<file path="config.mk">
export PLATFORM = sky130hd
export DESIGN_NAME = msg_queue
export DESIGN_NICKNAME = d
export VERILOG_FILES = /design/src/source/icache_cfg_pkg.sv /design/src/source/mem_msg_pkg.sv /design/src/source/msg_queue.sv
export SDC_FILE = /design/constraint.sdc
export NUM_CORES = 1
export LEC_CHECK = 0
export BUFFER_PORTS_ARGS = -buffer_cell sky130_fd_sc_hd__buf_2
export CORE_ASPECT_RATIO = 1.25
export CORE_MARGIN = 2
export CORE_UTILIZATION = 60
export CTS_CLUSTER_DIAMETER = 40
export DETAILED_ROUTE_END_ITERATION = 12
export PLACE_DENSITY_LB_ADDON = 0.05
export SLEW_MARGIN = 20
export SYNTH_ARGS = -nofsm -noshare
export SYNTH_HDL_FRONTEND = slang
export SYNTH_SLANG_ARGS = --single-unit
</file>
<file path="constraint.sdc">
create_clock -name clk -period 25.5 [get_ports clk]
set_input_delay 1.275 -clock clk [delete_from_list [all_inputs] [get_ports clk]]
set_output_delay 1.275 -clock clk [all_outputs]
set_load 0.03 [all_outputs]
</file>
<file path="src/source/icache_cfg_pkg.sv">
package icache_cfg_pkg;

    // Line geometry
    localparam int cl_size     = 128;
    localparam int offset_bits = 4;

    // Bit 4 picks the bank, so each bank only sees half the lines
    localparam int bank_bits   = 1;
    localparam int idx_bits    = 4;
    localparam int tag_bits    = 32 - idx_bits - bank_bits - offset_bits;

    localparam int idx_cnt     = 1 << idx_bits;  // Lines per bank

    // Fetch address, seen either as a plain word or split into its fields
    typedef union packed {
        logic [31:0] raw;
        struct packed {
            logic [tag_bits-1:0]    tag;
            logic [idx_bits-1:0]    index;
            logic [bank_bits-1:0]   bank;
            logic [offset_bits-1:0] offset;
        } fields;
    } fetch_addr_t;

endpackage
</file>
<file path="src/source/mem_msg_pkg.sv">
package mem_msg_pkg;

    // Memory operations; a fill reply comes back as st
    typedef enum logic [2:0] {
        no_op = 3'd0,
        ld    = 3'd1,
        st    = 3'd2,
        rd    = 3'd3,
        wr    = 3'd4,
        inv   = 3'd5,
        upd   = 3'd6,
        rwitm = 3'd7
    } mem_op_t;

    // Who sends or receives a message
    typedef enum logic [1:0] {
        no_port   = 2'd0,
        icache    = 2'd1,
        directory = 2'd2,
        dram      = 2'd3
    } port_id_t;

    // One message on a memory queue
    typedef struct packed {
        logic [31:0]                        addr;
        mem_op_t                            op;
        port_id_t                           src;
        port_id_t                           dest;
        logic                               is_flush;
        logic [icache_cfg_pkg::cl_size-1:0] line;   // Only meaningful for fills
    } mem_msg_t;

    localparam int queue_depth = 8;  // Entries per inbound queue

endpackage

</file>
<file path="src/source/msg_queue.sv">
module msg_queue (
    input  logic                  clk,
    input  logic                  arst_n,
    input  mem_msg_pkg::mem_msg_t in_msg,
    input  logic                  alloc,
    output logic                  full,
    output mem_msg_pkg::mem_msg_t head,
    output logic                  valid,
    input  logic                  dealloc
);
    import mem_msg_pkg::*;

    mem_msg_t entries [queue_depth];

    logic [$clog2(queue_depth)-1:0] wr_ptr;
    logic [$clog2(queue_depth)-1:0] rd_ptr;
    logic [$clog2(queue_depth):0]   count;   // One extra bit to tell full from empty
    logic                           push;
    logic                           pop;

    assign full  = (count == queue_depth);
    assign valid = (count != '0);

    // An alloc while full is simply dropped
    assign push = alloc && !full;
    assign pop  = dealloc && valid;

    assign head = entries[rd_ptr];

    always_ff @(posedge clk) begin
        if (push) begin
            entries[wr_ptr] <= in_msg;
        end
    end

    // Depth is a power of two, pointers wrap by themselves
    always_ff @(posedge clk or negedge arst_n) begin
        if (!arst_n) begin
            wr_ptr <= '0;
            rd_ptr <= '0;
            count  <= '0;
        end else begin
            if (push) begin
                wr_ptr <= wr_ptr + 1'b1;
            end
            if (pop) begin
                rd_ptr <= rd_ptr + 1'b1;
            end
            if (push && !pop) begin
                count <= count + 1'b1;
            end else if (pop && !push) begin
                count <= count - 1'b1;
            end
        end
    end

endmodule

</file>
==> impl.org <==
** Run status
- Status :: finished clean

** Power and ir drop
- Comb power frac :: 31.8%
- Switching Fraction :: 32.2%
- For this design the ratio of total power to cell area is 123 nW/um2.
- Summed over all cells, the static leakage comes to 19.7 nW.
- P_sw :: 0.00234 W
- VDD sags by at most 0.0000915 V.
- Overall power :: 0.00727 W
- Power Internal :: 0.00493 W
- Clock share of power :: 27.9%
- Sequential share of power :: 40.3%

** Synthesis
- The number of different library cells used by synthesis comes to 29.
- Portion of the post-synthesis area used by sequential elements :: 78.5%
- Synthesized netlist net count :: 2183
- For this run, the number of Yosys warnings is 0.
- The biggest area contributor in the post-synthesis netlist is edfxtp_1.
- Post-synthesis async set-or-reset flop share :: 0.739%
- The most used flip-flop cell after synthesis is edfxtp_1.
- After technology mapping, the gate count stands at 2005.
- Ranking of synthesized cells by area :: edfxtp_1 (78%), mux4_2 (8.3%), mux4_1 (7.4%), mux2_2 (3.7%), buf_8 (0.78%)
- Area share of the leading cell type in the synthesized netlist :: 78.0%
- The cell area that synthesis handed to floorplanning was 51800 um2.
- Number of register bits inferred by synthesis :: 1354
- Syn Area/Cell :: 25.8 um2
- Post-synth EDFFs :: 1344

** Clock network
- H-tree depth :: 4
- Clock tree synthesis inserted a total of 144 buffers.
- Gates resized during post-CTS repair numbered 0.
- Buffer levels on the longest clock path :: 3
- After clock tree synthesis, the setup repair step added 0 buffers.
- For this design, the CTS-stage hold fixing added 0 buffers.
- Clock tree synthesis selected as its root buffer the cell clkbuf_16.
- Clock tree from TritonCTS :: built
- CTS clk-pin slew, worst paths :: 60 ps
- For this design, the sink count on the clock tree is 1354.
- For the worst-skew pair, the clock arrives at the later sink with an insertion delay of 720 ps.

** Placed design
- Placer congestion estimate :: 0.721
- Detailed placement ended at an HPWL of 54500 um.
- Port-buffer cells :: 341

** Routing
- Average via count per standard cell :: 6.19
- Starting DRC count in detailed routing :: 1565
- Drt wl/cell :: 28.1 um
- For this run, the detailed router's first-pass iteration total came to 5.
- For this run, design rule violations remaining after detail routing come to 0.
- In this run the remaining antenna-violating nets after routing total 0.
- The routed layout has 22700 vias.
- Routed WL :: 103000 um

** Final layout
- Leaving out fill and tap cells, the most frequent cell in the layout is edfxtp_1.
- The top cell types in the final layout, fill and taps aside, are edfxtp_1 (1344), buf_2 (341), mux4_2 (191), mux2_2 (171), clkbuf_16 (152).
- Final net count :: 2614
- The area growth from synthesis to layout is 14.3%.
- Cells with a size suffix above 1 make up 38.0% of the layout.

** GRT
- Pin count of the biggest net entering global routing :: 127
- The first global-routing pass estimated 152000 um of wire.
- Vias in the first global route :: 24200
- For this run, the total global-route usage over all layers was measured as 23.6%.
- Number of antenna violations at the first check in global routing :: 34
- Summed over all layers, the global routing overflow is 0.

** Timing
- Between clock sinks in the finished design, the worst skew comes to 28.1 ps.
- Final-layout worst hold slack :: 407 ps
- Pins Over Slew Limit :: 0
- Timing would allow up to 135 MHz.
- Dividing the final minimum period by the clock period gives 29.1%.
- Measured against its own limit, the worst slew margin works out to 27.6%.
- The worst path in the final design needs a cycle of 7420 ps, including I/O delays and setup.
- Setup repair after global routing left no endpoint under its margin.
- For the pin with the worst max-slew slack, the measured transition is 1090 ps.
- Adding up every negative setup slack in the final design gives 0 ps.
- Final hold violation count :: 0
- Final setup violation count :: 0

** Floorplanning
- Measured along the x axis, the die boundary spans 267 um.
- Starting density of the core :: 60.5%
- Die area :: 88600 um2
- After floorplanning, the core was sized to cover 85600 um2.
- After floorplanning, the core was divided into 120 placement rows.
- Die Y :: 332 um
- # IOs :: 342

** Worst setup path
- STA puts the critical path data arrival time at 6150 ps.
- The endpoint identified for the worst register-to-register timing path is entries[5][80].
- Nature of the critical path startpoint :: register
- STA classifies the critical path endpoint as a primary output.
- Setup slack on the worst flop-to-flop path :: 21630 ps
- Beginning of the worst register-to-register path :: count[0]
- Critical path type :: register to primary output
- The critical path starts at rd_ptr[0].
- Required time worst endpoint :: 24230 ps
- In this run the worst setup path terminates at head[118].
- Number of cells on the worst reg-to-reg path :: 5
- In this run the worst path has a maximum fanout of 126.

** Run
- Max Cap Viol :: 0

** Worst hold path
- The min-delay analysis places its worst path in the category input port to asynchronous set/reset pin.
[stage by stage]
step	instance area, um2	cells	worst slack, ps	util (%)
2_1_floorplan	51800	2005	11860	-
3_3_place_gp	54500	3388	18700	63.6
3_5_place_dp	54500	3388	18660	63.6
4_1_cts	59100	3649	17870	69.1
5_1_grt	59100	3653	17580	69.1
6_report	59200	3660	18080	69.1
[cells in the mapped netlist (6+ instances only)]
library cell,number
buf_6,8
edfxtp_1,1344
buf_1,20
dfrtp_1,10
clkbuf_1,32
mux4_1,145
xnor2_1,6
buf_8,27
mux4_2,191
mux2_2,171
nor2_1,6
[metal layers]
layer / GRT usage [%] / vias up / wire (um)
li1: - / 9710 / -
met1: 31.6 / 12100 / 41600
met2: 38.4 / 638 / 51400
met3: 6.93 / 164 / 7820
met4: 6.55 / 44 / 1880
met5: 0 / - / 270
[registers in the layout, indices dropped and copies added (netlist names)]
register	flops
rd_ptr	3
entries	1344
count	4
wr_ptr	3
[cell type report]
cell class	instances	area [um2]
Sequential cell	1354	40600
Fill cell	5285	26400
Multi-Input combinational cell	553	10400
Clock buffer	174	3890
Timing Repair Buffer	380	2040
Tap cell	1098	1370
Clock inverter	87	790
Antenna cell	11	27.5
Inverter	3	11.3
[worst min-delay path by stage]
stage                          from   endpoint  slack (ps)  cells past startpoint
after floorplan            count[2]   count[2]         490                      2
after global routing         arst_n   count[2]         390                      1
after CTS                    arst_n   count[2]         360                      1
after global placement    wr_ptr[0]  wr_ptr[0]         500                      1
after detailed placement  wr_ptr[0]  wr_ptr[0]         510                      1
final                        arst_n   count[2]         410                      1
[power by group through the flow]
stage	combinational, W	sequential [W]	clock, W
after floorplan	0.00180	0.00299	0
after global placement	0.00233	0.00296	0
after detailed placement	0.00234	0.00298	0
after CTS	0.00235	0.00293	0.00207
after global routing	0.00244	0.00295	0.00215
final	0.00231	0.00293	0.00203
[critical path, cell delays in order, from the launching register on]
cell	delay (ps)
dfrtp_4	980
buf_12	710
buf_4	690
buf_4	730
buf_4	810
mux4_1	660
mux2_2	290
buf_2	180
[logic make-up after synthesis]
kind of cell / share of synthesized area, %
simple gates: 0.271
xor+xnor: 0.102
flops: 78.5
buf+inv: 1.52
compound gates: 0.0798
mux: 19.4
fa+ha+maj: 0.160
No activity file was read; power rests on OpenSTA's default activity.
