--- src/source/icache_cfg_pkg.sv ---
package icache_cfg_pkg;

    // Line geometry
    localparam int cl_size     = 128;
    localparam int offset_bits = 4;

    // Bit 4 picks the bank, so each bank only sees half the lines
    localparam int bank_bits   = 1;
    localparam int idx_bits    = 4;
    localparam int tag_bits    = 32 - idx_bits - bank_bits - offset_bits;

    localparam int idx_cnt     = 1 << idx_bits;  // Lines per bank

    // Fetch address, seen either as a plain word or split into its fields
    typedef union packed {
        logic [31:0] raw;
        struct packed {
            logic [tag_bits-1:0]    tag;
            logic [idx_bits-1:0]    index;
            logic [bank_bits-1:0]   bank;
            logic [offset_bits-1:0] offset;
        } fields;
    } fetch_addr_t;

endpackage
--- src/source/mem_msg_pkg.sv ---
package mem_msg_pkg;

    // Memory operations; a fill reply comes back as st
    typedef enum logic [2:0] {
        no_op = 3'd0,
        ld    = 3'd1,
        st    = 3'd2,
        rd    = 3'd3,
        wr    = 3'd4,
        inv   = 3'd5,
        upd   = 3'd6,
        rwitm = 3'd7
    } mem_op_t;

    // Who sends or receives a message
    typedef enum logic [1:0] {
        no_port   = 2'd0,
        icache    = 2'd1,
        directory = 2'd2,
        dram      = 2'd3
    } port_id_t;

    // One message on a memory queue
    typedef struct packed {
        logic [31:0]                        addr;
        mem_op_t                            op;
        port_id_t                           src;
        port_id_t                           dest;
        logic                               is_flush;
        logic [icache_cfg_pkg::cl_size-1:0] line;   // Only meaningful for fills
    } mem_msg_t;

    localparam int queue_depth = 8;  // Entries per inbound queue

endpackage

--- src/source/cache_bank.sv ---
module cache_bank (
    input  logic                               clk,
    input  logic                               arst_n,
    input  mem_msg_pkg::mem_msg_t              req,
    input  logic                               req_valid,
    output logic [31:0]                        addr_out,
    output logic [icache_cfg_pkg::cl_size-1:0] line,
    output logic                               hit,
    output logic                               is_write,
    output logic                               stall,
    output mem_msg_pkg::mem_msg_t              miss_msg,
    output logic                               miss_alloc,
    input  logic                               miss_full
);
    import icache_cfg_pkg::*;
    import mem_msg_pkg::*;

    typedef enum logic {
        idle,
        wait_fill
    } state_t;

    state_t              state;
    logic                sent;        // Miss request already went out
    fetch_addr_t         req_addr;
    fetch_addr_t         miss_addr;   // Line address of the pending miss
    logic [idx_cnt-1:0]  valid_bits;
    logic [tag_bits-1:0] tags [idx_cnt];
    logic [cl_size-1:0]  lines [idx_cnt];
    logic [idx_bits-1:0] idx;
    logic                tag_match;
    logic                is_ld;
    logic                is_fill;
    logic                is_inv;
    logic                fill_match;
    logic                start_miss;

    assign req_addr = req.addr;
    assign idx      = req_addr.fields.index;

    assign tag_match = valid_bits[idx] && (tags[idx] == req_addr.fields.tag);

    assign is_ld   = req_valid && (req.op == ld);
    assign is_fill = req_valid && (req.op == st);
    assign is_inv  = req_valid && (req.op == inv);

    // Fill for the line we are stalled on
    assign fill_match = (state == wait_fill) &&
                        (req_addr.raw[31:offset_bits] == miss_addr.raw[31:offset_bits]);

    assign start_miss = (state == idle) && is_ld && !tag_match;

    assign stall      = (state == wait_fill);
    assign miss_alloc = (state == wait_fill) && !sent && !miss_full;

    // Read request for the whole line, straight to DRAM
    always_comb begin
        miss_msg      = '0;
        miss_msg.addr = miss_addr.raw;
        miss_msg.op   = rd;
        miss_msg.src  = icache;
        miss_msg.dest = dram;
    end

    // Tag and line store, plus the result payload
    always_ff @(posedge clk) begin
        if (is_fill) begin
            tags[idx]  <= req_addr.fields.tag;
            lines[idx] <= req.line;
        end
        if (req_valid) begin
            addr_out <= req.addr;
            line     <= is_fill ? req.line : lines[idx];
        end
        if (start_miss) begin
            miss_addr.raw <= {req_addr.raw[31:offset_bits], {offset_bits{1'b0}}};
        end
    end

    always_ff @(posedge clk or negedge arst_n) begin
        if (!arst_n) begin
            state      <= idle;
            sent       <= 1'b0;
            valid_bits <= '0;
            hit        <= 1'b0;
            is_write   <= 1'b0;
        end else begin
            hit      <= is_ld && tag_match;
            is_write <= req_valid && (req.op != ld);   // Anything but a fetch

            if (is_fill) begin
                valid_bits[idx] <= 1'b1;
            end else if (is_inv && tag_match) begin
                valid_bits[idx] <= 1'b0;
            end

            case (state)
                idle: begin
                    if (start_miss) begin
                        state <= wait_fill;
                        sent  <= 1'b0;
                    end
                end
                wait_fill: begin
                    if (miss_alloc) begin
                        sent <= 1'b1;
                    end
                    if (is_fill && fill_match) begin
                        state <= idle;   // Line is in, release the pipeline
                    end
                end
                default: state <= idle;
            endcase
        end
    end

endmodule

--- config.mk ---
export PLATFORM = sky130hd
export DESIGN_NAME = cache_bank
export DESIGN_NICKNAME = d
export VERILOG_FILES = /design/src/source/icache_cfg_pkg.sv /design/src/source/mem_msg_pkg.sv /design/src/source/cache_bank.sv
export SDC_FILE = /design/constraint.sdc
export NUM_CORES = 2
export LEC_CHECK = 0
export BUFFER_PORTS_ARGS = -buffer_cell sky130_fd_sc_hd__buf_4
export CAP_MARGIN = 20
export CELL_PAD_IN_SITES_DETAIL_PLACEMENT = 0
export CELL_PAD_IN_SITES_GLOBAL_PLACEMENT = 1
export CORE_ASPECT_RATIO = 1.2
export CORE_UTILIZATION = 49
export DETAILED_ROUTE_END_ITERATION = 8
export GPL_TIMING_DRIVEN = 0
export PLACE_DENSITY = 0.81
export SYNTH_ARGS = -nofsm -noshare
export SYNTH_HDL_FRONTEND = slang
export SYNTH_SLANG_ARGS = --single-unit
--- constraint.sdc ---
create_clock -name clk -period 3.23 [get_ports clk]
set_input_delay 0.646 -clock clk [delete_from_list [all_inputs] [get_ports clk]]
set_output_delay 0.646 -clock clk [all_outputs]
set_load 0.005 [all_outputs]
==> impl_metrics.py <==
metrics = {
    "timing": {
        "max_freq_mhz": 304,
        "period_share": 1.02,
        "rsz0062_at_grt": "true",
        "relSlewSlack": 0.300,
        "hold_viol_final": 0,
        "max_slew.worst_pin.slew_ps": 1050,
        "whs_ps": 55.8,
        "tns_ps": -689,
        "setup_viol": 18,
        "finalCriticalPeriod_ps": 3290,
        "fin_skew_ps": 56.8,
        "slew_violations": 0,
        "setup_ws_ps": -59.0,
    },
    "synth": {
        "synth_flop_cell": "edfxtp_1",
        "synthDominantAreaCellType": "edfxtp_1",
        "syn_area_sq_um": 101000,
        "ys_seq_area_frac": 0.782,
        "avgSynthCellArea_sq_um": 24.3,
        "synth_edf_count": 2604,
        "yosys_register_bits": 2624,
        "ys_types": 62,
        "netlist_instances": 4137,
        "synth_top_area_frac": 0.777,
        "yosys-top-cells-area": "edfxtp_1 78%, mux4_2 16%, mux2_2 1.5%",
        "synth-async-reset-ratio": 0.00762,
        "ys.warnings.count": 0,
    },
    "cts": {
        "clockBufferDepth": 4,
        "cts_tree": "built",
        "cts_buffers": 274,
        "clk_pin_slew_ps": 60,
        "cts_sinks": 2624,
        "clockRootBuffer": "clkbuf_16",
        "htree_levels": 5,
        "clk_latency_ps": 930,
    },
    "setup_path": {
        "end_kind": "flop",
        "start_kind": "flop",
        "arrival_ps": 4100,
        "worstPathMaxFanout": 4,
        "required_ps": 4040,
        "crit_type": "reg -> reg",
    },
    "die": {
        "num_io_pins": 504,
        "coreArea_sq_um": 203000,
        "design.die.area_sq_um": 207000,
        "die_w_um": 416,
        "die_h_um": 498,
        "rows": 181,
        "initial_utilization": 0.495,
    },
    "detailed_routing": {
        "drc": 0,
        "drtAntennaViolNets": 0,
        "drt_pass1_iterations": 5,
        "drt-total-wl_mm": 255,
        "vias": 49000,
        "wl_per_cell_um": 31.7,
        "vias_per_cell": 6.10,
        "drtIter0Drc": 5655,
    },
    "finish": {
        "area.growth.synth_to_final_pct": 20.2,
        "ff_latch_area_sq_um": 78700,
        "fill_cells": 13800,
        "layout.nets": 5356,
        "final_cell_mix": "2604 x edfxtp_1, 712 x mux4_2, 552 x buf_4",
        "drive_gt1_frac": 0.386,
        "multi_input_area_sq_um": 20800,
        "final_common_cell": "edfxtp_1",
    },
    "worst_hold_path": {
        "worstHoldPathType": "in -> reg",
    },
    "grt": {
        "grt_pass1_wl_mm": 361,
        "antenna_found_initial": 35,
        "grt_pass1_vias": 50000,
        "grtUsageTotal": 0.246,
        "grt_max_degree": 82,
        "gr-total-overflow": 0,
    },
    "pwr": {
        "ir_drop_mv": 0.577,
        "leakage_uw": 0.0397,
        "powerDensity_nw_per_um2": 595,
        "p_total_uw": 72000,
    },
    "status": {
        "outcome": "finished, violations left",
        "violations": "negative setup slack",
    },
    "placement": {
        "dp_hpwl_mm": 154,
        "place_congestion": 0.761,
        "portBuffers": 358,
    },
    "flow_run": {
        "maxCapViolations": 0,
    },
}
[registers in the layout (all words and copies together) (netlist names), named ones only]
register and cells:
lines 2048, line 128, stall 1, addr_out 32, is_write 1, hit 1
miss_addr 28, sent 1, tags 368
[metal layers]
metal	part of all wire	wire (um)	vias to the layer above	GRT usage
met4	0.033	8290	26	0.0866
met2	0.51	129000	3042	0.411
met5	0.00068	172	-	0
met1	0.36	91000	25900	0.314
met3	0.10	26000	514	0.0623
li1	-	-	19500	-
[critical path: stages, from the launching register on]
cell,delay [ps]
edfxtp_1,360
mux4_2,490
mux4_2,490
xor2_1,170
or4_4,440
or4_4,480
or4b_4,580
o22a_1,190
[metrics by stage]
stage	instances	util	worst slack [ps]	cell area (sq um)
2_1_floorplan	4275	-	-994	101000
4_1_cts	8015	0.594	-87.4	121000
3_3_place_gp	7286	0.529	-7130	107000
5_1_grt	8033	0.595	-113	121000
3_5_place_dp	7429	0.544	-2790	111000
6_report	8037	0.595	-59.0	121000
[Yosys cell counts (3+ instances only)]
library cell / number
edfxtp_1: 2604
mux4_2: 709
buf_4: 146
mux2_2: 138
clkbuf_1: 131
mux2i_1: 66
nor2_1: 42
xor2_1: 40
buf_1: 34
dfrtp_1: 20
xnor2_1: 18
nand2_1: 17
buf_2: 15
nand2b_1: 9
nor3_1: 9
a21oi_1: 8
a22oi_1: 8
nor2b_1: 8
nor4_1: 8
o21ai_0: 8
a31oi_1: 7
o22ai_1: 7
a221oi_1: 6
a2bb2oi_1: 6
nand3_1: 6
mux4_1: 5
o22a_1: 5
a221o_1: 4
a311oi_1: 3
and2_1: 3
buf_6: 3
inv_1: 3
nor3b_1: 3
[cell families (layout without fill, tap and decap cells)]
family                 Yosys count  in the layout  share of synthesized area
flip-flops                    2624           2624                      0.782
multiplexers                   918            918                      0.182
buffers and inverters          338           1431                     0.0189
AND/OR/NAND/NOR                120            121                    0.00604
AO/OA/AOI/OAI                   77             77                    0.00566
XOR/XNOR                        58             58                    0.00505
other                            2            155                  0.0000746
[final cells by class]
cell class                      instances  area share
Sequential cell                      2624       0.651
Multi-Input combinational cell       1314       0.172
Clock buffer                          335      0.0591
Timing Repair Buffer                  633      0.0588
Tap cell                             2653      0.0274
Buffer                                331      0.0219
Clock inverter                        126     0.00970
Antenna cell                           15    0.000310
Inverter                                6    0.000207
[what timing repair did]
item,4_1_cts,5_1_grt
hold buffers,96,0
gates cloned,2,0
resized for setup,335,20
endpoints found under the setup margin,2423,123
setup buffers,28,1
hold endpoints to repair,998,0
pin swaps,18,0
[report_power, final]
group | total (uW) | leakage [uW] | internal, uW | switching, uW
logic | 4070 | 0.0118 | 1940 | 2130
clock network | 30000 | 0.00406 | 17400 | 12500
registers | 37900 | 0.0238 | 37800 | 140
total | 72000 | 0.0397 | 57200 | 14800
[worst paths after layout]
kind / from / endpoint / slack (ps) / cells past startpoint
min in group asynchronous: arst_n / asynchronous set/reset pin / 150 / 2
setup / recovery: tags[11][20] / flop / -60 / 7
hold / removal: req[84] / lines[15][84] / 60 / 1
max in group asynchronous: arst_n / asynchronous set/reset pin / 2820 / 2
hold reg to reg: sent / sent / 500 / 1
setup reg to reg: tags[11][20] / flop / -60 / 7
Note: power is estimated with default switching activity, not from simulation.
