--- config.mk ---
export PLATFORM = sky130hd
export DESIGN_NAME = queue_arbiter
export DESIGN_NICKNAME = d
export VERILOG_FILES = /design/src/source/icache_cfg_pkg.sv /design/src/source/mem_msg_pkg.sv /design/src/source/queue_arbiter.sv
export SDC_FILE = /design/constraint.sdc
export NUM_CORES = 1
export LEC_CHECK = 0
export ABC_CLOCK_PERIOD_IN_PS = 2200
export BUFFER_PORTS_ARGS = -buffer_cell sky130_fd_sc_hd__buf_4
export CELL_PAD_IN_SITES_DETAIL_PLACEMENT = 2
export CELL_PAD_IN_SITES_GLOBAL_PLACEMENT = 2
export CORE_AREA = 2 2 209 211
export DETAILED_ROUTE_END_ITERATION = 8
export DIE_AREA = 0 0 211 213
export GPL_ROUTABILITY_DRIVEN = 0
export GPL_TIMING_DRIVEN = 0
export PLACE_DENSITY_LB_ADDON = 0.05
export RECOVER_POWER = 100
export SLEW_MARGIN = 15
export SYNTH_ARGS = -nofsm -noshare
export SYNTH_HDL_FRONTEND = slang
export SYNTH_SLANG_ARGS = --single-unit
export TNS_END_PERCENT = 50
--- constraint.sdc ---
create_clock -name vclk -period 2.2
set_input_delay 0.22 -clock vclk [all_inputs]
set_output_delay 0.22 -clock vclk [all_outputs]
set_load 0.05 [all_outputs]
--- src/source/icache_cfg_pkg.sv ---
package icache_cfg_pkg;

    // Line geometry
    localparam int cl_size     = 128;
    localparam int offset_bits = 4;

    // Bit 4 picks the bank, so each bank only sees half the lines
    localparam int bank_bits   = 1;
    localparam int idx_bits    = 4;
    localparam int tag_bits    = 32 - idx_bits - bank_bits - offset_bits;

    localparam int idx_cnt     = 1 << idx_bits;  // Lines per bank

    // Fetch address, seen either as a plain word or split into its fields
    typedef union packed {
        logic [31:0] raw;
        struct packed {
            logic [tag_bits-1:0]    tag;
            logic [idx_bits-1:0]    index;
            logic [bank_bits-1:0]   bank;
            logic [offset_bits-1:0] offset;
        } fields;
    } fetch_addr_t;

endpackage
--- src/source/mem_msg_pkg.sv ---
package mem_msg_pkg;

    // Memory operations; a fill reply comes back as st
    typedef enum logic [2:0] {
        no_op = 3'd0,
        ld    = 3'd1,
        st    = 3'd2,
        rd    = 3'd3,
        wr    = 3'd4,
        inv   = 3'd5,
        upd   = 3'd6,
        rwitm = 3'd7
    } mem_op_t;

    // Who sends or receives a message
    typedef enum logic [1:0] {
        no_port   = 2'd0,
        icache    = 2'd1,
        directory = 2'd2,
        dram      = 2'd3
    } port_id_t;

    // One message on a memory queue
    typedef struct packed {
        logic [31:0]                        addr;
        mem_op_t                            op;
        port_id_t                           src;
        port_id_t                           dest;
        logic                               is_flush;
        logic [icache_cfg_pkg::cl_size-1:0] line;   // Only meaningful for fills
    } mem_msg_t;

    localparam int queue_depth = 8;  // Entries per inbound queue

endpackage

--- src/source/queue_arbiter.sv ---
module queue_arbiter (
    input  mem_msg_pkg::mem_msg_t data_head,
    input  mem_msg_pkg::mem_msg_t instr_head,
    input  logic                  data_valid,
    input  logic                  instr_valid,
    input  logic [31:0]           fetch_addr,
    input  logic                  stall,
    output mem_msg_pkg::mem_msg_t req,
    output logic                  req_valid,
    output logic                  data_dealloc,
    output logic                  instr_dealloc
);
    import mem_msg_pkg::*;

    mem_msg_t fetch_msg;

    // Pipeline fetch wrapped as a load from the icache port
    always_comb begin
        fetch_msg          = '0;
        fetch_msg.addr     = fetch_addr;
        fetch_msg.op       = ld;
        fetch_msg.src      = icache;
        fetch_msg.dest     = icache;
    end

    // Fills beat invalidations, both beat the pipeline
    always_comb begin
        req           = fetch_msg;
        req_valid     = 1'b0;
        data_dealloc  = 1'b0;
        instr_dealloc = 1'b0;
        if (data_valid) begin
            req          = data_head;
            req_valid    = 1'b1;
            data_dealloc = 1'b1;
        end else if (instr_valid) begin
            req           = instr_head;
            req_valid     = 1'b1;
            instr_dealloc = 1'b1;
        end else if (!stall) begin
            req_valid = 1'b1;   // Fetch only while the bank is not waiting
        end
    end

endmodule

==> impl_metrics.xml <==
<?xml version="1.0" encoding="UTF-8"?>
<metrics>
  <group name="layout">
    <metric name="fillerInstances" unit="">5126</metric>
    <metric name="regArea" unit="um^2">0</metric>
    <metric name="nClkBuffers" unit="">0</metric>
    <metric name="multiInputGateArea" unit="mm^2">0.00181</metric>
    <metric name="layout_common_cells" unit="">sky130_fd_sc_hd__buf_4 (419), sky130_fd_sc_hd__a22o_1 (133), sky130_fd_sc_hd__clkbuf_2 (130)</metric>
    <metric name="fin_util" unit="">0.152</metric>
    <metric name="seq_cell_count" unit="">0</metric>
    <metric name="layout.cells.most_common" unit="">sky130_fd_sc_hd__buf_4</metric>
    <metric name="layout-drive-gt1-share" unit="">0.693</metric>
    <metric name="layout.nets" unit="">1194</metric>
    <metric name="area_growth_syn_to_layout" unit="%">214</metric>
    <metric name="stdcell_area" unit="mm^2">0.00650</metric>
  </group>
  <group name="timing">
    <metric name="maxSlewHeadroom" unit="">0.558</metric>
    <metric name="report.final.slew_viol_count" unit="">0</metric>
    <metric name="setup_viol_count_final" unit="">0</metric>
    <metric name="tightest_slew" unit="ns">0.666</metric>
    <metric name="final.hold.worst_slack" unit="ns">0.793</metric>
    <metric name="rsz0062_at_grt" unit="">no</metric>
    <metric name="hold_violations" unit="">0</metric>
    <metric name="total_negative_setup_slack" unit="ns">0</metric>
    <metric name="fmax" unit="MHz">500</metric>
    <metric name="final.period_utilization" unit="">0.909</metric>
    <metric name="final.min_clock_period" unit="ns">2.00</metric>
  </group>
  <group name="logic_synthesis">
    <metric name="post_synth_xor_area_fraction" unit="">0</metric>
    <metric name="synth_largest_type_area_fraction" unit="">0.562</metric>
    <metric name="synthesis.nets" unit="">651</metric>
    <metric name="netlist-cell-type-count" unit="">13</metric>
    <metric name="seq_area_frac_synth" unit="">0</metric>
    <metric name="synthSimpleGateAreaFrac" unit="">0.0658</metric>
    <metric name="largest_area_contributor_in_the_netlist" unit="">sky130_fd_sc_hd__a22o_1</metric>
    <metric name="synthesis.instances" unit="">280</metric>
    <metric name="ys_top_cells_by_area" unit="">sky130_fd_sc_hd__a22o_1 (56%), sky130_fd_sc_hd__mux2i_1 (15%), sky130_fd_sc_hd__o21ai_0 (7.7%), sky130_fd_sc_hd__nand2_1 (6.0%), sky130_fd_sc_hd__buf_2 (4.1%)</metric>
    <metric name="synthAdderAreaFrac" unit="">0</metric>
    <metric name="post_synth_mux_area_share" unit="">0.154</metric>
    <metric name="syn-mean-instance-area" unit="um^2">7.40</metric>
    <metric name="mappedNetlistArea" unit="mm^2">0.00207</metric>
    <metric name="synthesis.yosys.warnings" unit="">0</metric>
    <metric name="synth_top_family_by_area" unit="">compound AO/OA/AOI/OAI gates</metric>
    <metric name="synth-compound-area-share" unit="">0.652</metric>
  </group>
  <group name="grt">
    <metric name="grt_antenna_before_repair" unit="">2</metric>
    <metric name="grt_start_max_net_pins" unit="">11</metric>
    <metric name="grt_overflow_total" unit="">0</metric>
    <metric name="grt_use_total" unit="">0.112</metric>
    <metric name="number_of_global_route_vias_before_repair" unit="">5433</metric>
    <metric name="grt_pass1_wl" unit="um">37100</metric>
  </group>
  <group name="place">
    <metric name="buffer_ports.inserted" unit="">541</metric>
    <metric name="dpl_cell_area" unit="mm^2">0.00682</metric>
    <metric name="place.detailed.hpwl" unit="um">25400</metric>
  </group>
  <group name="setup_path">
    <metric name="timing.critical_path.cells" unit="">buf_4 -&gt; nand2b_2 -&gt; inv_1 -&gt; clkbuf_2 -&gt; a22o_1 -&gt; clkbuf_2</metric>
    <metric name="critical_path.max_fanout" unit="">10</metric>
    <metric name="worstSetupEndpointType" unit="">primary output</metric>
    <metric name="critPathSlowestCell" unit="">sky130_fd_sc_hd__clkbuf_2</metric>
    <metric name="worst_path_largest_cell_delay" unit="ns">0.40</metric>
    <metric name="startpoint_type_of_the_worst_setup_path" unit="">input pin</metric>
    <metric name="critical_path_required" unit="ns">1.98</metric>
    <metric name="timing.critical_path.arrival" unit="ns">1.78</metric>
    <metric name="critPathMostFrequentCell" unit="">sky130_fd_sc_hd__clkbuf_2</metric>
    <metric name="critPathKind" unit="">input pin to primary output</metric>
  </group>
  <group name="power_and_ir_drop">
    <metric name="report.power.total" unit="W">0.00216</metric>
    <metric name="powerDensity" unit="mW/mm^2">332</metric>
    <metric name="max-vdd-ir-drop" unit="uV">96.3</metric>
    <metric name="leakage" unit="nW">3.51</metric>
  </group>
  <group name="die">
    <metric name="die_h" unit="um">213</metric>
    <metric name="floorplan.die.width" unit="um">211</metric>
    <metric name="coreArea" unit="mm^2">0.0427</metric>
    <metric name="row_count" unit="">76</metric>
    <metric name="area_of_the_die" unit="mm^2">0.0449</metric>
    <metric name="boundary_pins" unit="">542</metric>
    <metric name="start_util" unit="">0.0486</metric>
  </group>
  <group name="hold_path">
    <metric name="holdPathStages" unit="">3</metric>
    <metric name="worstHoldPathType" unit="">input pin to primary output</metric>
  </group>
  <group name="drt">
    <metric name="dr.pass1.iters" unit="">4</metric>
    <metric name="wire_length_reported_by_the_detailed_router" unit="um">27800</metric>
    <metric name="routed-via-count" unit="">4709</metric>
    <metric name="detail_route.iter0.violations" unit="">90</metric>
    <metric name="drt-wirelength-per-cell" unit="um">20.3</metric>
    <metric name="drt.antenna.violating_nets" unit="">0</metric>
    <metric name="detail_route.drc_violations" unit="">0</metric>
    <metric name="post_drt_via_cell_ratio" unit="">3.44</metric>
  </group>
  <group name="run">
    <metric name="drv_cap" unit="">0</metric>
  </group>
  <group name="clock_tree">
    <metric name="cts-hold-fix-buffers" unit="">0</metric>
    <metric name="post_cts_resize_count" unit="">0</metric>
    <metric name="cts_setup_buffers" unit="">0</metric>
  </group>
  <group name="status">
    <metric name="run_status" unit="">finished, final reports clean</metric>
  </group>
</metrics>
-- report_power, final --
part | internal [W] | total (W) | switching [W] | leakage [nW]
Sequential | 0 | 0 | 0 | 0
Clock | 0.000000000122 | 0.000000000122 | 0 | 0.0000127
Combinational | 0.000814 | 0.00216 | 0.00135 | 3.51
Total | 0.000814 | 0.00216 | 0.00135 | 3.51
-- critical path, delay by kind of cell --
family | cells | cell delay [ns]
and+or+nand+nor | 1 | 0.21
AOI/OAI and AO/OA | 1 | 0.19
buffers and inverters | 4 | 1.14
-- final timing paths --
check                  start  slack [ns]         to
setup / recovery  data_valid        0.20   req[125]
hold / removal         stall        0.79  req_valid
-- synthesized netlist by cell type --
master,n
sky130_fd_sc_hd__inv_1,3
sky130_fd_sc_hd__nand2_1,33
sky130_fd_sc_hd__a22o_1,133
sky130_fd_sc_hd__o21ai_0,32
sky130_fd_sc_hd__buf_2,17
sky130_fd_sc_hd__clkbuf_1,11
sky130_fd_sc_hd__buf_4,6
sky130_fd_sc_hd__mux2i_1,32
sky130_fd_sc_hd__inv_2,1
sky130_fd_sc_hd__nor2_1,1
sky130_fd_sc_hd__nand2b_2,1
sky130_fd_sc_hd__a2bb2oi_1,3
sky130_fd_sc_hd__buf_6,7
-- per-stage QoR --
| stage | setup WS [ns] | cells |
|---|---|---|
| floorplan | 0.197 | 280 |
| global placement | 0.237 | 1367 |
| detailed placement | 0.231 | 1367 |
| CTS | 0.228 | 1367 |
| global route | 0.0579 | 1369 |
| finish | 0.201 | 1369 |
-- logic make-up (layout without fill, tap and decap cells) --
| family | Yosys count | after routing |
|---|---|---|
| compound gates | 168 | 168 |
| buf+inv | 45 | 586 |
| mux | 32 | 32 |
| other cells | 0 | 2 |
| simple gates | 35 | 35 |
-- final cells by class --
class                           instances  area share
Timing Repair Buffer                  541       0.576
Multi-Input combinational cell        235       0.278
Tap cell                              546       0.105
Buffer                                 41      0.0381
Inverter                                4     0.00231
Antenna cell                            2    0.000770
-- per-layer routing --
metal / wire, um / global-route usage / vias to the layer above / share of wire
met5: 0 / 0 / - / 0
met4: 500 / 0.0185 / 0 / 0.018
met3: 2490 / 0.0368 / 16 / 0.089
met2: 16000 / 0.233 / 252 / 0.57
met1: 8850 / 0.105 / 2223 / 0.32
li1: - / - / 2218 / -
(Power assumes the default switching activity.)
